--- src/design/mod_arith_pkg.sv ---
// mod_arith_pkg
// shared types and default constants for the prime-field add/sub unit.
// the default modulus is the mersenne prime 2^61-1.

package mod_arith_pkg;

  // operation select carried with every input beat.
  typedef enum logic {
    OP_ADD = 1'b0,  // (a + b) mod p.
    OP_SUB = 1'b1   // (a - b) mod p.
  } op_e;

  // operand width, equal to the width of the default modulus.
  localparam int DEF_BITS = 61;

  // default modulus, 2^61 - 1.
  localparam logic [DEF_BITS-1:0] DEF_P = 61'h1FFF_FFFF_FFFF_FFFF;

  // pipeline depth; 61 bits over 3 stages needs padding to 63.
  localparam int DEF_LEVEL = 3;

  // tag width, lets the receiver match out-of-order results.
  localparam int DEF_TAG_BITS = 8;

endpackage
--- src/design/if_axi_stream.sv ---
// if_axi_stream
// single-beat valid/ready stream with a data word and a control word.
// a beat moves on a rising edge with val and rdy both high.

`timescale 1ns/100ps

interface if_axi_stream #(
  parameter int DAT_BITS = 128,
  parameter int CTL_BITS = 8
) ();

  logic                val;  // source has a beat.
  logic                rdy;  // sink can take it.
  logic [DAT_BITS-1:0] dat;  // payload.
  logic [CTL_BITS-1:0] ctl;  // side info, the tag here.

  // producer side, holds val/dat/ctl until the transfer edge.
  modport source (
    output val,
    output dat,
    output ctl,
    input  rdy
  );

  // consumer side.
  modport sink (
    input  val,
    input  dat,
    input  ctl,
    output rdy
  );

endinterface

--- src/design/mod_arith_top.sv ---
// mod_arith_top
// pipelined modular add/sub unit for a prime-field datapath.
// one op per cycle in, results out with a tag, possibly reordered.
// dispatch -> add or sub pipe -> round-robin output register.

`timescale 1ns/100ps

module mod_arith_top
  import mod_arith_pkg::*;
#(
  parameter int              BITS     = DEF_BITS,
  parameter logic [BITS-1:0] P        = DEF_P,
  parameter int              LEVEL    = DEF_LEVEL,
  parameter int              TAG_BITS = DEF_TAG_BITS
) (
  input  logic                i_clk,
  input  logic                i_rst,
  // operation input.
  input  logic                i_val,
  output logic                o_rdy,
  input  logic [BITS-1:0]     i_a,
  input  logic [BITS-1:0]     i_b,
  input  op_e                 i_op,
  input  logic [TAG_BITS-1:0] i_tag,
  // result output.
  output logic                o_val,
  input  logic                i_rdy,
  output logic [BITS-1:0]     o_res,
  output logic [TAG_BITS-1:0] o_tag
);

  // operand streams carry b:a, result streams carry 0:res.
  if_axi_stream #(.DAT_BITS(2*BITS), .CTL_BITS(TAG_BITS)) add_in  ();
  if_axi_stream #(.DAT_BITS(2*BITS), .CTL_BITS(TAG_BITS)) sub_in  ();
  if_axi_stream #(.DAT_BITS(2*BITS), .CTL_BITS(TAG_BITS)) add_out ();
  if_axi_stream #(.DAT_BITS(2*BITS), .CTL_BITS(TAG_BITS)) sub_out ();

  op_dispatch #(.BITS(BITS), .TAG_BITS(TAG_BITS)) u_dispatch (
    .i_val (i_val),
    .o_rdy (o_rdy),
    .i_a   (i_a),
    .i_b   (i_b),
    .i_op  (i_op),
    .i_tag (i_tag),
    .o_add (add_in),
    .o_sub (sub_in)
  );

  mod_add_pipe #(.BITS(BITS), .P(P), .LEVEL(LEVEL), .TAG_BITS(TAG_BITS)) u_add (
    .i_clk (i_clk),
    .i_rst (i_rst),
    .i_add (add_in),
    .o_add (add_out)
  );

  mod_sub_pipe #(.BITS(BITS), .P(P), .LEVEL(LEVEL), .TAG_BITS(TAG_BITS)) u_sub (
    .i_clk (i_clk),
    .i_rst (i_rst),
    .i_sub (sub_in),
    .o_sub (sub_out)
  );

  result_arb #(.BITS(BITS), .TAG_BITS(TAG_BITS)) u_arb (
    .i_clk (i_clk),
    .i_rst (i_rst),
    .i_add (add_out),
    .i_sub (sub_out),
    .o_val (o_val),
    .i_rdy (i_rdy),
    .o_res (o_res),
    .o_tag (o_tag)
  );

endmodule

--- src/design/result_arb.sv ---
// result_arb
// round-robin merge of the adder and subtractor result streams
// into a single registered output with valid/ready.

`timescale 1ns/100ps

module result_arb
  import mod_arith_pkg::*;
#(
  parameter int BITS     = DEF_BITS,
  parameter int TAG_BITS = DEF_TAG_BITS
) (
  input  logic                i_clk,
  input  logic                i_rst,
  if_axi_stream.sink          i_add,
  if_axi_stream.sink          i_sub,
  output logic                o_val,
  input  logic                i_rdy,
  output logic [BITS-1:0]     o_res,
  output logic [TAG_BITS-1:0] o_tag
);

  logic load;      // output register free this cycle.
  logic prio_sub;  // 1 when the subtractor wins a tie.
  logic take_add;
  logic take_sub;

  assign load = ~o_val | i_rdy;

  // on a tie, the one that lost last time goes first.
  assign i_add.rdy = load & (~i_sub.val | ~prio_sub);
  assign i_sub.rdy = load & (~i_add.val | prio_sub);

  assign take_add = i_add.val & i_add.rdy;
  assign take_sub = i_sub.val & i_sub.rdy;

  always_ff @(posedge i_clk) begin
    if (i_rst) begin
      o_val    <= 1'b0;
      prio_sub <= 1'b0;
    end else begin
      if (load) o_val <= take_add | take_sub;  // drain or refill.
      if (take_add) prio_sub <= 1'b1;          // hand the tie to the other side.
      else if (take_sub) prio_sub <= 1'b0;
    end
  end

  // payload only, val qualifies it.
  always_ff @(posedge i_clk) begin
    if (take_add) begin
      o_res <= i_add.dat[BITS-1:0];
      o_tag <= i_add.ctl;
    end else if (take_sub) begin
      o_res <= i_sub.dat[BITS-1:0];
      o_tag <= i_sub.ctl;
    end
  end

endmodule

--- src/design/op_dispatch.sv ---
// op_dispatch
// steers each input operation to the adder or the subtractor stream.
// purely combinational, a stalled pipe only holds back its own kind.

`timescale 1ns/100ps

module op_dispatch
  import mod_arith_pkg::*;
#(
  parameter int BITS     = DEF_BITS,
  parameter int TAG_BITS = DEF_TAG_BITS
) (
  input  logic                i_val,
  output logic                o_rdy,
  input  logic [BITS-1:0]     i_a,
  input  logic [BITS-1:0]     i_b,
  input  op_e                 i_op,
  input  logic [TAG_BITS-1:0] i_tag,
  if_axi_stream.source        o_add,
  if_axi_stream.source        o_sub
);

  logic is_add;

  assign is_add = (i_op == OP_ADD);

  // both streams see the same packed beat, only one gets val.
  assign o_add.dat = {i_b, i_a};  // b upper, a lower.
  assign o_add.ctl = i_tag;
  assign o_sub.dat = {i_b, i_a};
  assign o_sub.ctl = i_tag;

  assign o_add.val = i_val & is_add;
  assign o_sub.val = i_val & ~is_add;

  // ready of whichever pipe the op is headed for.
  assign o_rdy = is_add ? o_add.rdy : o_sub.rdy;

endmodule

--- src/design/mod_sub_pipe.sv ---
// mod_sub_pipe
// pipelined modular subtractor, mirror of the adder pipe.
// a plain difference and a difference-plus-p advance one chunk per stage,
// the final borrow picks which one leaves. result is (a - b) mod p.

`timescale 1ns/100ps

module mod_sub_pipe
  import mod_arith_pkg::*;
#(
  parameter int              BITS     = DEF_BITS,
  parameter logic [BITS-1:0] P        = DEF_P,
  parameter int              LEVEL    = DEF_LEVEL,
  parameter int              TAG_BITS = DEF_TAG_BITS
) (
  input  logic         i_clk,
  input  logic         i_rst,
  if_axi_stream.sink   i_sub,
  if_axi_stream.source o_sub
);

  localparam int PAD_BITS = ((BITS + LEVEL - 1) / LEVEL) * LEVEL;
  localparam int CH_BITS  = PAD_BITS / LEVEL;
  localparam logic [PAD_BITS-1:0] P_PAD = PAD_BITS'(P);

  logic                val_q [LEVEL+1];
  logic                rdy   [LEVEL+1];
  logic [TAG_BITS-1:0] ctl_q [LEVEL+1];
  logic [PAD_BITS-1:0] a_q   [LEVEL];
  logic [PAD_BITS-1:0] b_q   [LEVEL];
  logic [PAD_BITS-1:0] dif_q [LEVEL+1];  // a - b mod 2^pad.
  logic [PAD_BITS-1:0] adj_q [LEVEL+1];  // a - b + p.
  logic                bw_q  [LEVEL+1];  // borrow of a - b, last one decides.
  logic                cy_q  [LEVEL];    // carry of the plus-p chain, top one dropped.

  assign val_q[0] = i_sub.val;
  assign ctl_q[0] = i_sub.ctl;
  assign a_q[0]   = PAD_BITS'(i_sub.dat[0 +: BITS]);
  assign b_q[0]   = PAD_BITS'(i_sub.dat[BITS +: BITS]);
  assign dif_q[0] = '0;
  assign adj_q[0] = '0;
  assign bw_q[0]  = 1'b0;
  assign cy_q[0]  = 1'b0;

  assign rdy[LEVEL] = o_sub.rdy;
  assign i_sub.rdy  = rdy[0];

  for (genvar g = 0; g < LEVEL; g++) begin : g_stage
    logic [CH_BITS:0]    dif_c;  // top bit is the borrow out.
    logic [CH_BITS:0]    adj_c;  // top bit is the carry out.
    logic [PAD_BITS-1:0] dif_d;
    logic [PAD_BITS-1:0] adj_d;

    assign rdy[g] = ~val_q[g+1] | rdy[g+1];

    always_comb begin
      dif_c = {1'b0, a_q[g][g*CH_BITS +: CH_BITS]} -
              {1'b0, b_q[g][g*CH_BITS +: CH_BITS]} -
              (CH_BITS+1)'(bw_q[g]);
      adj_c = {1'b0, dif_c[CH_BITS-1:0]} +
              {1'b0, P_PAD[g*CH_BITS +: CH_BITS]} +
              (CH_BITS+1)'(cy_q[g]);
      dif_d = dif_q[g];
      dif_d[g*CH_BITS +: CH_BITS] = dif_c[CH_BITS-1:0];
      adj_d = adj_q[g];
      adj_d[g*CH_BITS +: CH_BITS] = adj_c[CH_BITS-1:0];
    end

    always_ff @(posedge i_clk) begin
      if (i_rst) begin
        val_q[g+1] <= 1'b0;
      end else if (rdy[g]) begin
        val_q[g+1] <= val_q[g];
      end
    end

    always_ff @(posedge i_clk) begin
      if (rdy[g]) begin
        ctl_q[g+1] <= ctl_q[g];
        dif_q[g+1] <= dif_d;
        adj_q[g+1] <= adj_d;
        bw_q[g+1]  <= dif_c[CH_BITS];
      end
    end

    if (g < LEVEL - 1) begin : g_fwd
      always_ff @(posedge i_clk) begin
        if (rdy[g]) begin
          a_q[g+1]  <= a_q[g];
          b_q[g+1]  <= b_q[g];
          cy_q[g+1] <= adj_c[CH_BITS];
        end
      end
    end
  end

  assign o_sub.val = val_q[LEVEL];
  assign o_sub.ctl = ctl_q[LEVEL];
  // a borrow out means a < b, so p is added back.
  assign o_sub.dat = {{BITS{1'b0}},
                      bw_q[LEVEL] ? adj_q[LEVEL][BITS-1:0] : dif_q[LEVEL][BITS-1:0]};

endmodule

--- src/design/mod_add_pipe.sv ---
// mod_add_pipe
// pipelined modular adder, one chunk of the operands per stage.
// each stage extends a plain sum and a sum-minus-p in parallel, the
// last one picks the reduced value. result is (a + b) mod p.

`timescale 1ns/100ps

module mod_add_pipe
  import mod_arith_pkg::*;
#(
  parameter int              BITS     = DEF_BITS,
  parameter logic [BITS-1:0] P        = DEF_P,
  parameter int              LEVEL    = DEF_LEVEL,
  parameter int              TAG_BITS = DEF_TAG_BITS
) (
  input  logic         i_clk,
  input  logic         i_rst,
  if_axi_stream.sink   i_add,
  if_axi_stream.source o_add
);

  // width rounded up so every stage gets an equal chunk.
  localparam int PAD_BITS = ((BITS + LEVEL - 1) / LEVEL) * LEVEL;
  localparam int CH_BITS  = PAD_BITS / LEVEL;
  localparam logic [PAD_BITS-1:0] P_PAD = PAD_BITS'(P);

  logic                val_q [LEVEL+1];  // index 0 is the input port.
  logic                rdy   [LEVEL+1];
  logic [TAG_BITS-1:0] ctl_q [LEVEL+1];
  logic [PAD_BITS-1:0] a_q   [LEVEL];    // operands only needed up to the last stage.
  logic [PAD_BITS-1:0] b_q   [LEVEL];
  logic [PAD_BITS-1:0] sum_q [LEVEL+1];  // plain sum, filled chunk by chunk.
  logic [PAD_BITS-1:0] red_q [LEVEL+1];  // sum - p, filled chunk by chunk.
  logic                cy_q  [LEVEL+1];  // carry of the plain chain.
  logic                bw_q  [LEVEL+1];  // borrow of the minus-p chain.
  logic                fin_bw;

  assign val_q[0] = i_add.val;
  assign ctl_q[0] = i_add.ctl;
  assign a_q[0]   = PAD_BITS'(i_add.dat[0 +: BITS]);     // a in the lower half.
  assign b_q[0]   = PAD_BITS'(i_add.dat[BITS +: BITS]);  // b in the upper half.
  assign sum_q[0] = '0;
  assign red_q[0] = '0;
  assign cy_q[0]  = 1'b0;
  assign bw_q[0]  = 1'b0;

  assign rdy[LEVEL] = o_add.rdy;
  assign i_add.rdy  = rdy[0];  // combinational ready chain.

  for (genvar g = 0; g < LEVEL; g++) begin : g_stage
    logic [CH_BITS:0]    add_c;  // chunk sum, top bit is the carry.
    logic [CH_BITS:0]    sub_c;  // chunk sum - p chunk, top bit is the borrow.
    logic [PAD_BITS-1:0] sum_d;
    logic [PAD_BITS-1:0] red_d;

    // stage loads when empty or when its contents move on.
    assign rdy[g] = ~val_q[g+1] | rdy[g+1];

    always_comb begin
      add_c = {1'b0, a_q[g][g*CH_BITS +: CH_BITS]} +
              {1'b0, b_q[g][g*CH_BITS +: CH_BITS]} +
              (CH_BITS+1)'(cy_q[g]);
      // subtract p from this chunk of the plain sum.
      sub_c = {1'b0, add_c[CH_BITS-1:0]} -
              {1'b0, P_PAD[g*CH_BITS +: CH_BITS]} -
              (CH_BITS+1)'(bw_q[g]);
      sum_d = sum_q[g];
      sum_d[g*CH_BITS +: CH_BITS] = add_c[CH_BITS-1:0];
      red_d = red_q[g];
      red_d[g*CH_BITS +: CH_BITS] = sub_c[CH_BITS-1:0];
    end

    always_ff @(posedge i_clk) begin
      if (i_rst) begin
        val_q[g+1] <= 1'b0;
      end else if (rdy[g]) begin
        val_q[g+1] <= val_q[g];
      end
    end

    always_ff @(posedge i_clk) begin
      if (rdy[g]) begin
        ctl_q[g+1] <= ctl_q[g];
        sum_q[g+1] <= sum_d;
        red_q[g+1] <= red_d;
        cy_q[g+1]  <= add_c[CH_BITS];
        bw_q[g+1]  <= sub_c[CH_BITS];
      end
    end

    // operands travel on only while upper chunks remain.
    if (g < LEVEL - 1) begin : g_fwd
      always_ff @(posedge i_clk) begin
        if (rdy[g]) begin
          a_q[g+1] <= a_q[g];
          b_q[g+1] <= b_q[g];
        end
      end
    end
  end

  // a final carry means the sum is past 2^pad, so it cannot be below p.
  assign fin_bw = bw_q[LEVEL] & ~cy_q[LEVEL];

  assign o_add.val = val_q[LEVEL];
  assign o_add.ctl = ctl_q[LEVEL];
  assign o_add.dat = {{BITS{1'b0}},
                      fin_bw ? sum_q[LEVEL][BITS-1:0] : red_q[LEVEL][BITS-1:0]};

endmodule

--- config.mk ---
export PLATFORM = sky130hd
export DESIGN_NAME = mod_arith_top
export DESIGN_NICKNAME = d
export VERILOG_FILES = /design/src/design/mod_arith_pkg.sv /design/src/design/if_axi_stream.sv /design/src/design/mod_arith_top.sv /design/src/design/result_arb.sv /design/src/design/op_dispatch.sv /design/src/design/mod_sub_pipe.sv /design/src/design/mod_add_pipe.sv
export SDC_FILE = /design/constraint.sdc
export NUM_CORES = 1
export LEC_CHECK = 0
export BUFFER_PORTS_ARGS = -buffer_cell sky130_fd_sc_hd__buf_2
export CAP_MARGIN = 20
export CORE_MARGIN = 3
export CORE_UTILIZATION = 45
export DETAILED_ROUTE_END_ITERATION = 10
export PLACE_DENSITY = 0.71
export RECOVER_POWER = 25
export SLEW_MARGIN = 40
export SYNTH_ARGS = -nofsm -noshare
export SYNTH_HDL_FRONTEND = slang
export SYNTH_SLANG_ARGS = --single-unit
--- constraint.sdc ---
create_clock -name i_clk -period 11.8 [get_ports i_clk]
set_input_delay 0.59 -clock i_clk [delete_from_list [all_inputs] [get_ports i_clk]]
set_output_delay 0.59 -clock i_clk [all_outputs]
set_load 0.01 [all_outputs]
* Word-level counts from Yosys, hierarchy flattened *
Index checks and enable logic that the tools add are counted.

cells by class
  $add $sub $neg = 20
  multiply operators = 0
  divide/modulo/power cells = 0
  order comparisons = 0
  equality and inequality tests = 0
  shift-type cells = 0
  mux-type cells = 9
  bitwise gates (word level) = 27
  reductions and logical operators = 1

operators with widths
  cell                    number
  $mux 61                 4
  $sub 22x1->22           4
  $add 21x21->22          2
  $add 21x21->22 const B  2
  $add 22x1->22           2
  $sub 21x21->22          2
  $sub 21x21->22 const B  2
  $sub 21x19->22 const B  1
  $add 20x1->21           1
  $add 19x19->20          1
  $sub 19x19->20          1
  $add 19x1->19           1
  $add 19x19->19 const B  1
  $mux 8                  2
  $not 1->1               10
  $or 1x1->1              10
  $and 1x1->1             7
  $mux 1                  3
  $reduce_bool 2->1       1

storage, ports and cells
  flip-flop bits (word level) = 1,120
  latch bits = 0
  RAM bits = 0
  ROM bits = 0
  input bits = 135
  output and inout bits = 71
  word-level logic and storage cells = 104
  memories = 0

* Logic depth before layout (Yosys ltp) *
  depth in word-level cells = 7
  gate-level depth with buffers = 24
  mapped depth without buffers = 24

* By module *
Synthesis repeated with hierarchy kept, for this count alone.

second synthesis, totals
  cell total of the unflattened synthesis = 3,125
  area, all modules = 42,652.2 µm²

modules (own cells, without submodules)
  module        times used  cells each  area each (µm²)  seq. area each (µm²)
  mod_sub_pipe  1           1,385       19,023.2         11,921.4
  mod_add_pipe  1           1,317       18,595.3         11,921.4
  result_arb    1           160         3,050.4          2,112.0
  op_dispatch   1           263         1,983.2          0.0

* Worst setup path before layout *
Ideal clock, no wire load.

  kind = input-to-output
  start = in i_rdy
  end = out o_rdy
  data arrival time = 5.750 ns
  data required time = 11.210 ns
  path slack = 5.460 ns
  cell stages on the path = 4
  path buffers = 0
  cells stage by stage = nand2b_1 > a21boi_0 > nand3_1 > mux2_2

on the way
  cells in the longest elaborated chain, start to end = 6
  elaborated cells between the ends (all ways) = 10
  classes of those cells = mux (1); bitwise (9)

ends and longest elaborated chain
  element                   line                 text
  from (decl)               mod_arith_top.sv:27  input logic i_rdy,
  $or 1x1->1                result_arb.sv:28     assign load = ~o_val | i_rdy;
  $and 1x1->1               result_arb.sv:32     assign i_sub.rdy = load & (~i_add.val | prio_sub);
  $or 1x1->1 (3 in series)  mod_sub_pipe.sv:54   assign rdy[g] = ~val_q[g+1] | rdy[g+1];
  named net sub_in.rdy      if_axi_stream.sv:13  logic rdy;
  $mux 1                    op_dispatch.sv:37    assign o_rdy = is_add ? o_add.rdy : o_sub.rdy;
  to (decl)                 mod_arith_top.sv:20  output logic o_rdy,

The timed path passes the listed nets, and every way through them passes these cells.

* Worst setup path in the final report *
  start = reg u_add.cy_q[2] (netlist name)
  end = reg u_add.red_q (netlist bit u_add.g_stage[2].red_d[41]), data pin

on the way
  cells in the longest elaborated chain, start to end = 3

ends and longest elaborated chain
  element                               line                text
  from (decl)                           mod_add_pipe.sv:34  logic cy_q [LEVEL+1];
  from (signal, indexed assignment)     mod_add_pipe.sv:86  cy_q[g+1] <= add_c[CH_BITS];
  $add 22x1->22                         mod_add_pipe.sv:61  {1'b0, b_q[g][g*CH_BITS +: CH_BITS]} +
  named net u_add.g_stage[1].add_c[13]  mod_add_pipe.sv:51  logic [CH_BITS:0] add_c;
  $sub 21x21->22                        mod_add_pipe.sv:64  sub_c = {1'b0, add_c[CH_BITS-1:0]} -
  $sub 22x1->22                         mod_add_pipe.sv:65  {1'b0, P_PAD[g*CH_BITS +: CH_BITS]} -
  named net u_add.g_stage[1].red_d[41]  mod_add_pipe.sv:54  logic [PAD_BITS-1:0] red_d;
  to (signal, indexed assignment)       mod_add_pipe.sv:85  red_q[g+1] <= red_d;
  to (decl)                             mod_add_pipe.sv:33  logic [PAD_BITS-1:0] red_q [LEVEL+1];

The timed path passes the listed nets, and every way through them passes these cells.
A chain may end at the register's enable or synchronous reset.

==> results.yml <==
status:
  status: "complete, no violations"
critical_path:
  worst-endpoint-required_ps: 12180
  critPathSlowestCell: "fa_1"
  path_class: "flop to flop"
  cp_cell_sequence: "fa_1, a21o_1, a21oi_1, o21ai_0, a21oi_1, o21ai_0, a211o_1, a211o_1, nand2_1, xnor2_1, inv_1, ha_1, a21o_1, a21o_1, a21oi_1, o21bai_1, a21oi_1, nand2_1, a21oi_1, nor3_1, a311o_1"
  worstSetupStartpointType: "flop"
  worst-path-max-fanout: 5
  critical_path_arrival_ps: 5540
  worst_path_most_repeated_cell: "a21oi_1"
  cp-end-kind: "flop"
  critical_path.max_stage_delay_ps: 470
drt:
  drt-initial-drc-count: 1236
  post-route-drc-count: 0
  avgViaCountPerCell: 5.18
  detailroute.via_count: 21581
  detail_route.first_pass.iterations: 5
  route.detailed.wl_per_inst_um: 18.1
  drtAntennaViolNets: 0
  totalWireLength_mm: 75.4
clocking:
  tritoncts_clock_tree: "done"
  buffer_count_from_post_cts_setup_fixing: 0
  cts.htree.levels: 3
  clock_sinks: 867
  insertion_delay_ps: 640
  cts.hold.buffers_added: 0
  max_clock_buf_depth: 3
  ctsResizeCount: 0
  ctsRootBufferMaster: "clkbuf_16"
  clock_buffers_created_by_tritoncts: 87
  clkSlewWorstSetupHoldPaths_ps: 60
yosys:
  synth_seq_area_share: 0.674
  yosysWarnings: 0
  synth_area_leaders: "edfxtp_1 67%, ha_1 6.2%, xnor2_1 2.8%, a21oi_1 2.3%, inv_1 2.2%"
  yosys.area_share.simple: 0.0747
  ys_types: 89
  synth.cell_area_sq_mm: 0.0385
  synth_mux_area_frac: 0.0195
  yosys.area_share.xor_xnor: 0.0471
  compound_gate_fraction_of_synth_area: 0.0895
  synth.avg_cell_area_sq_um: 14.3
  yosys.area_share.adder: 0.0667
  most_instantiated_flip_flop_cell_in_the_synthesis_netlist: "edfxtp_1"
  postSynthCellCount: 2698
  synth-async-reset-ratio: 0
  synth_edf_count: 859
  main_combinational_cell_family_by_area_after_synthesis: "compound AO/OA/AOI/OAI gates"
  netlist.area_leader.share: 0.670
  synth_fp_nets: 3033
  synth_area_leader_cell: "edfxtp_1"
  synth-seq-cells: 867
floorplan:
  floorplan.die.width_um: 299
  die_area_sq_mm: 0.0891
  core_sq_mm: 0.0842
  die-height_um: 299
  core.rowCount: 106
  io-pin-count: 206
  initial_core_utilization: 0.457
timing:
  achievable_clock_frequency_mhz: 194
  skew_ps: 25.2
  final.min_clock_period_ps: 5160
  report.final.slew_viol_count: 0
  finalSetupTns_ps: 0
  final-setup-viol-count: 0
  holdWs_ps: 146
  worst-slew-pin-transition_ps: 852
  post-route-worst-setup-slack_ps: 6640
  min_period_over_period: 0.437
  timing_hold_violations_final: 0
  rsz0062_at_grt: "no"
  slew_headroom: 0.432
pwr:
  switchingPower_w: 0.00208
  power.share.clock: 0.334
  irDropWorstVdd_mv: 0.107
  cell_leakage_power_nw: 17.1
  switching_power_as_a_share_of_total_power: 0.249
  internal-power_w: 0.00628
  power_density_mw_per_mm2: 191
  pwr-share-seq: 0.503
  comb_power_share: 0.163
min_path:
  hold_path_class: "input pin to flop"
placement:
  detailedPlacementHpwl_mm: 52.7
  buffer_ports.inserted: 205
  gp_routability_congestion: 0.840
  dp_slack_ps: 6800
  postPlaceCellArea_sq_mm: 0.0410
cells_and_area:
  layout_commonest_cell: "edfxtp_1"
  fillers: 6950
  final_layout_size_suffix_gt1_frac: 0.117
  finish.net_count: 3286
  most-common-layout-cells: "859 x edfxtp_1, 220 x inv_1, 191 x ha_1, 180 x a21oi_1, 145 x buf_2"
  post-route-cell-area_sq_mm: 0.0439
  layout-area-overhead-vs-synth_pct: 13.9
grt:
  grt_first_pass_wirelength_mm: 117
  antenna_found_initial: 14
  gr-usage-all-layers: 0.167
  grt_overflow: 0
  via_count_of_the_first_global_routing_pass: 21343
  grt_start_max_net_pins: 88
flow_run:
  timing.max_cap.violations: 0
metal layers:
layer	wire [um]	track usage	share of wire
met5	25	0	0.00033
met4	1590	0.0492	0.021
met3	3580	0.0293	0.048
met2	37700	0.291	0.50
met1	32500	0.215	0.43
worst max-delay path, delay by kind of cell, from the launching register on:
family	cells	cell delay (ps)
buf+inv	1	80
compound gates	14	3210
flops	1	400
simple gates	3	220
fa+ha+maj	2	830
xor+xnor	1	180
power by group through the flow:
stage	sequential (W)	combinational [W]	clock, W
finish	0.00421	0.00136	0.00280
global route	0.00426	0.00152	0.00300
CTS	0.00421	0.00136	0.00287
detailed placement	0.00427	0.00136	0
global placement	0.00425	0.00132	0
floorplan	0.00422	0.00101	0
cell type report:
cell class | instances | area, sq um | area share
Clock buffer | 106 | 2270 | 0.0517
Inverter | 223 | 850 | 0.0194
Tap cell | 1134 | 1420 | 0.0324
Multi-Input combinational cell | 1547 | 11600 | 0.264
Sequential cell | 867 | 26000 | 0.592
Antenna cell | 8 | 20.0 | 0.000456
Clock inverter | 53 | 649 | 0.0148
Timing Repair Buffer | 225 | 1130 | 0.0257
registers in the layout, summed over array words and instances (netlist names), 3 cells and up:
signal / cells
u_add.g_stage.red_d: 63
u_add.sum_q: 61
u_sub.a_q: 59
u_sub.adj_q: 124
u_arb.o_res: 61
u_add.b_q: 59
u_sub.dif_q: 124
u_add.a_q: 59
u_arb.o_tag: 8
u_sub.bw_q: 3
u_add.red_q: 61
u_sub.b_q: 59
u_sub.o_sub.ctl: 8
u_sub.ctl_q: 16
u_add.o_add.ctl: 8
u_add.bw_q: 3
u_add.g_stage.sum_d: 63
u_add.ctl_q: 16
Yosys cell counts (45+ instances only):
master / count
edfxtp_1: 859
inv_1: 222
ha_1: 191
a21oi_1: 180
xnor2_1: 124
nor2_1: 113
nand2_1: 94
xor2_1: 83
nor2b_1: 81
a211oi_1: 80
mux2i_1: 65
nor3_1: 63
o21ai_0: 48
clkbuf_1: 46
nand3_1: 45
path summary, 6_finish.rpt:
path                                                 from  slack, ps  cells after the start                                   end
worst min register to register  u_sub.dif_q[99]$_DFFE_PP_        400                      0             u_sub.dif_q[36]$_DFFE_PP_
worst max-delay path              u_add.cy_q[2]$_DFFE_PP_       6640                     21  u_add.g_stage[2].red_d[41]$_DFFE_PP_
worst min-delay path                              i_b[25]        150                      1               u_sub.b_q[88]$_DFFE_PP_
worst max register to register    u_add.cy_q[2]$_DFFE_PP_       6640                     21  u_add.g_stage[2].red_d[41]$_DFFE_PP_
per-stage QoR:
stage           util  instances  power [W]
6_report       0.521       4163    0.00836
5_1_grt        0.521       4160    0.00878
4_1_cts        0.521       4155    0.00845
3_5_place_dp   0.486       3996    0.00563
3_3_place_gp   0.486       3994    0.00557
2_1_floorplan      -       2698    0.00524
cell families (layout without fill, tap and decap cells):
logic type,Yosys count,count (layout)
AO/OA/AOI/OAI,517,517
XOR/XNOR,207,207
adder cells (fa/ha/maj),200,200
buffers and inverters,284,607
flip-flops,867,867
multiplexers,74,74
other,0,8
AND/OR/NAND/NOR,549,549
(Power assumes the default switching activity.)
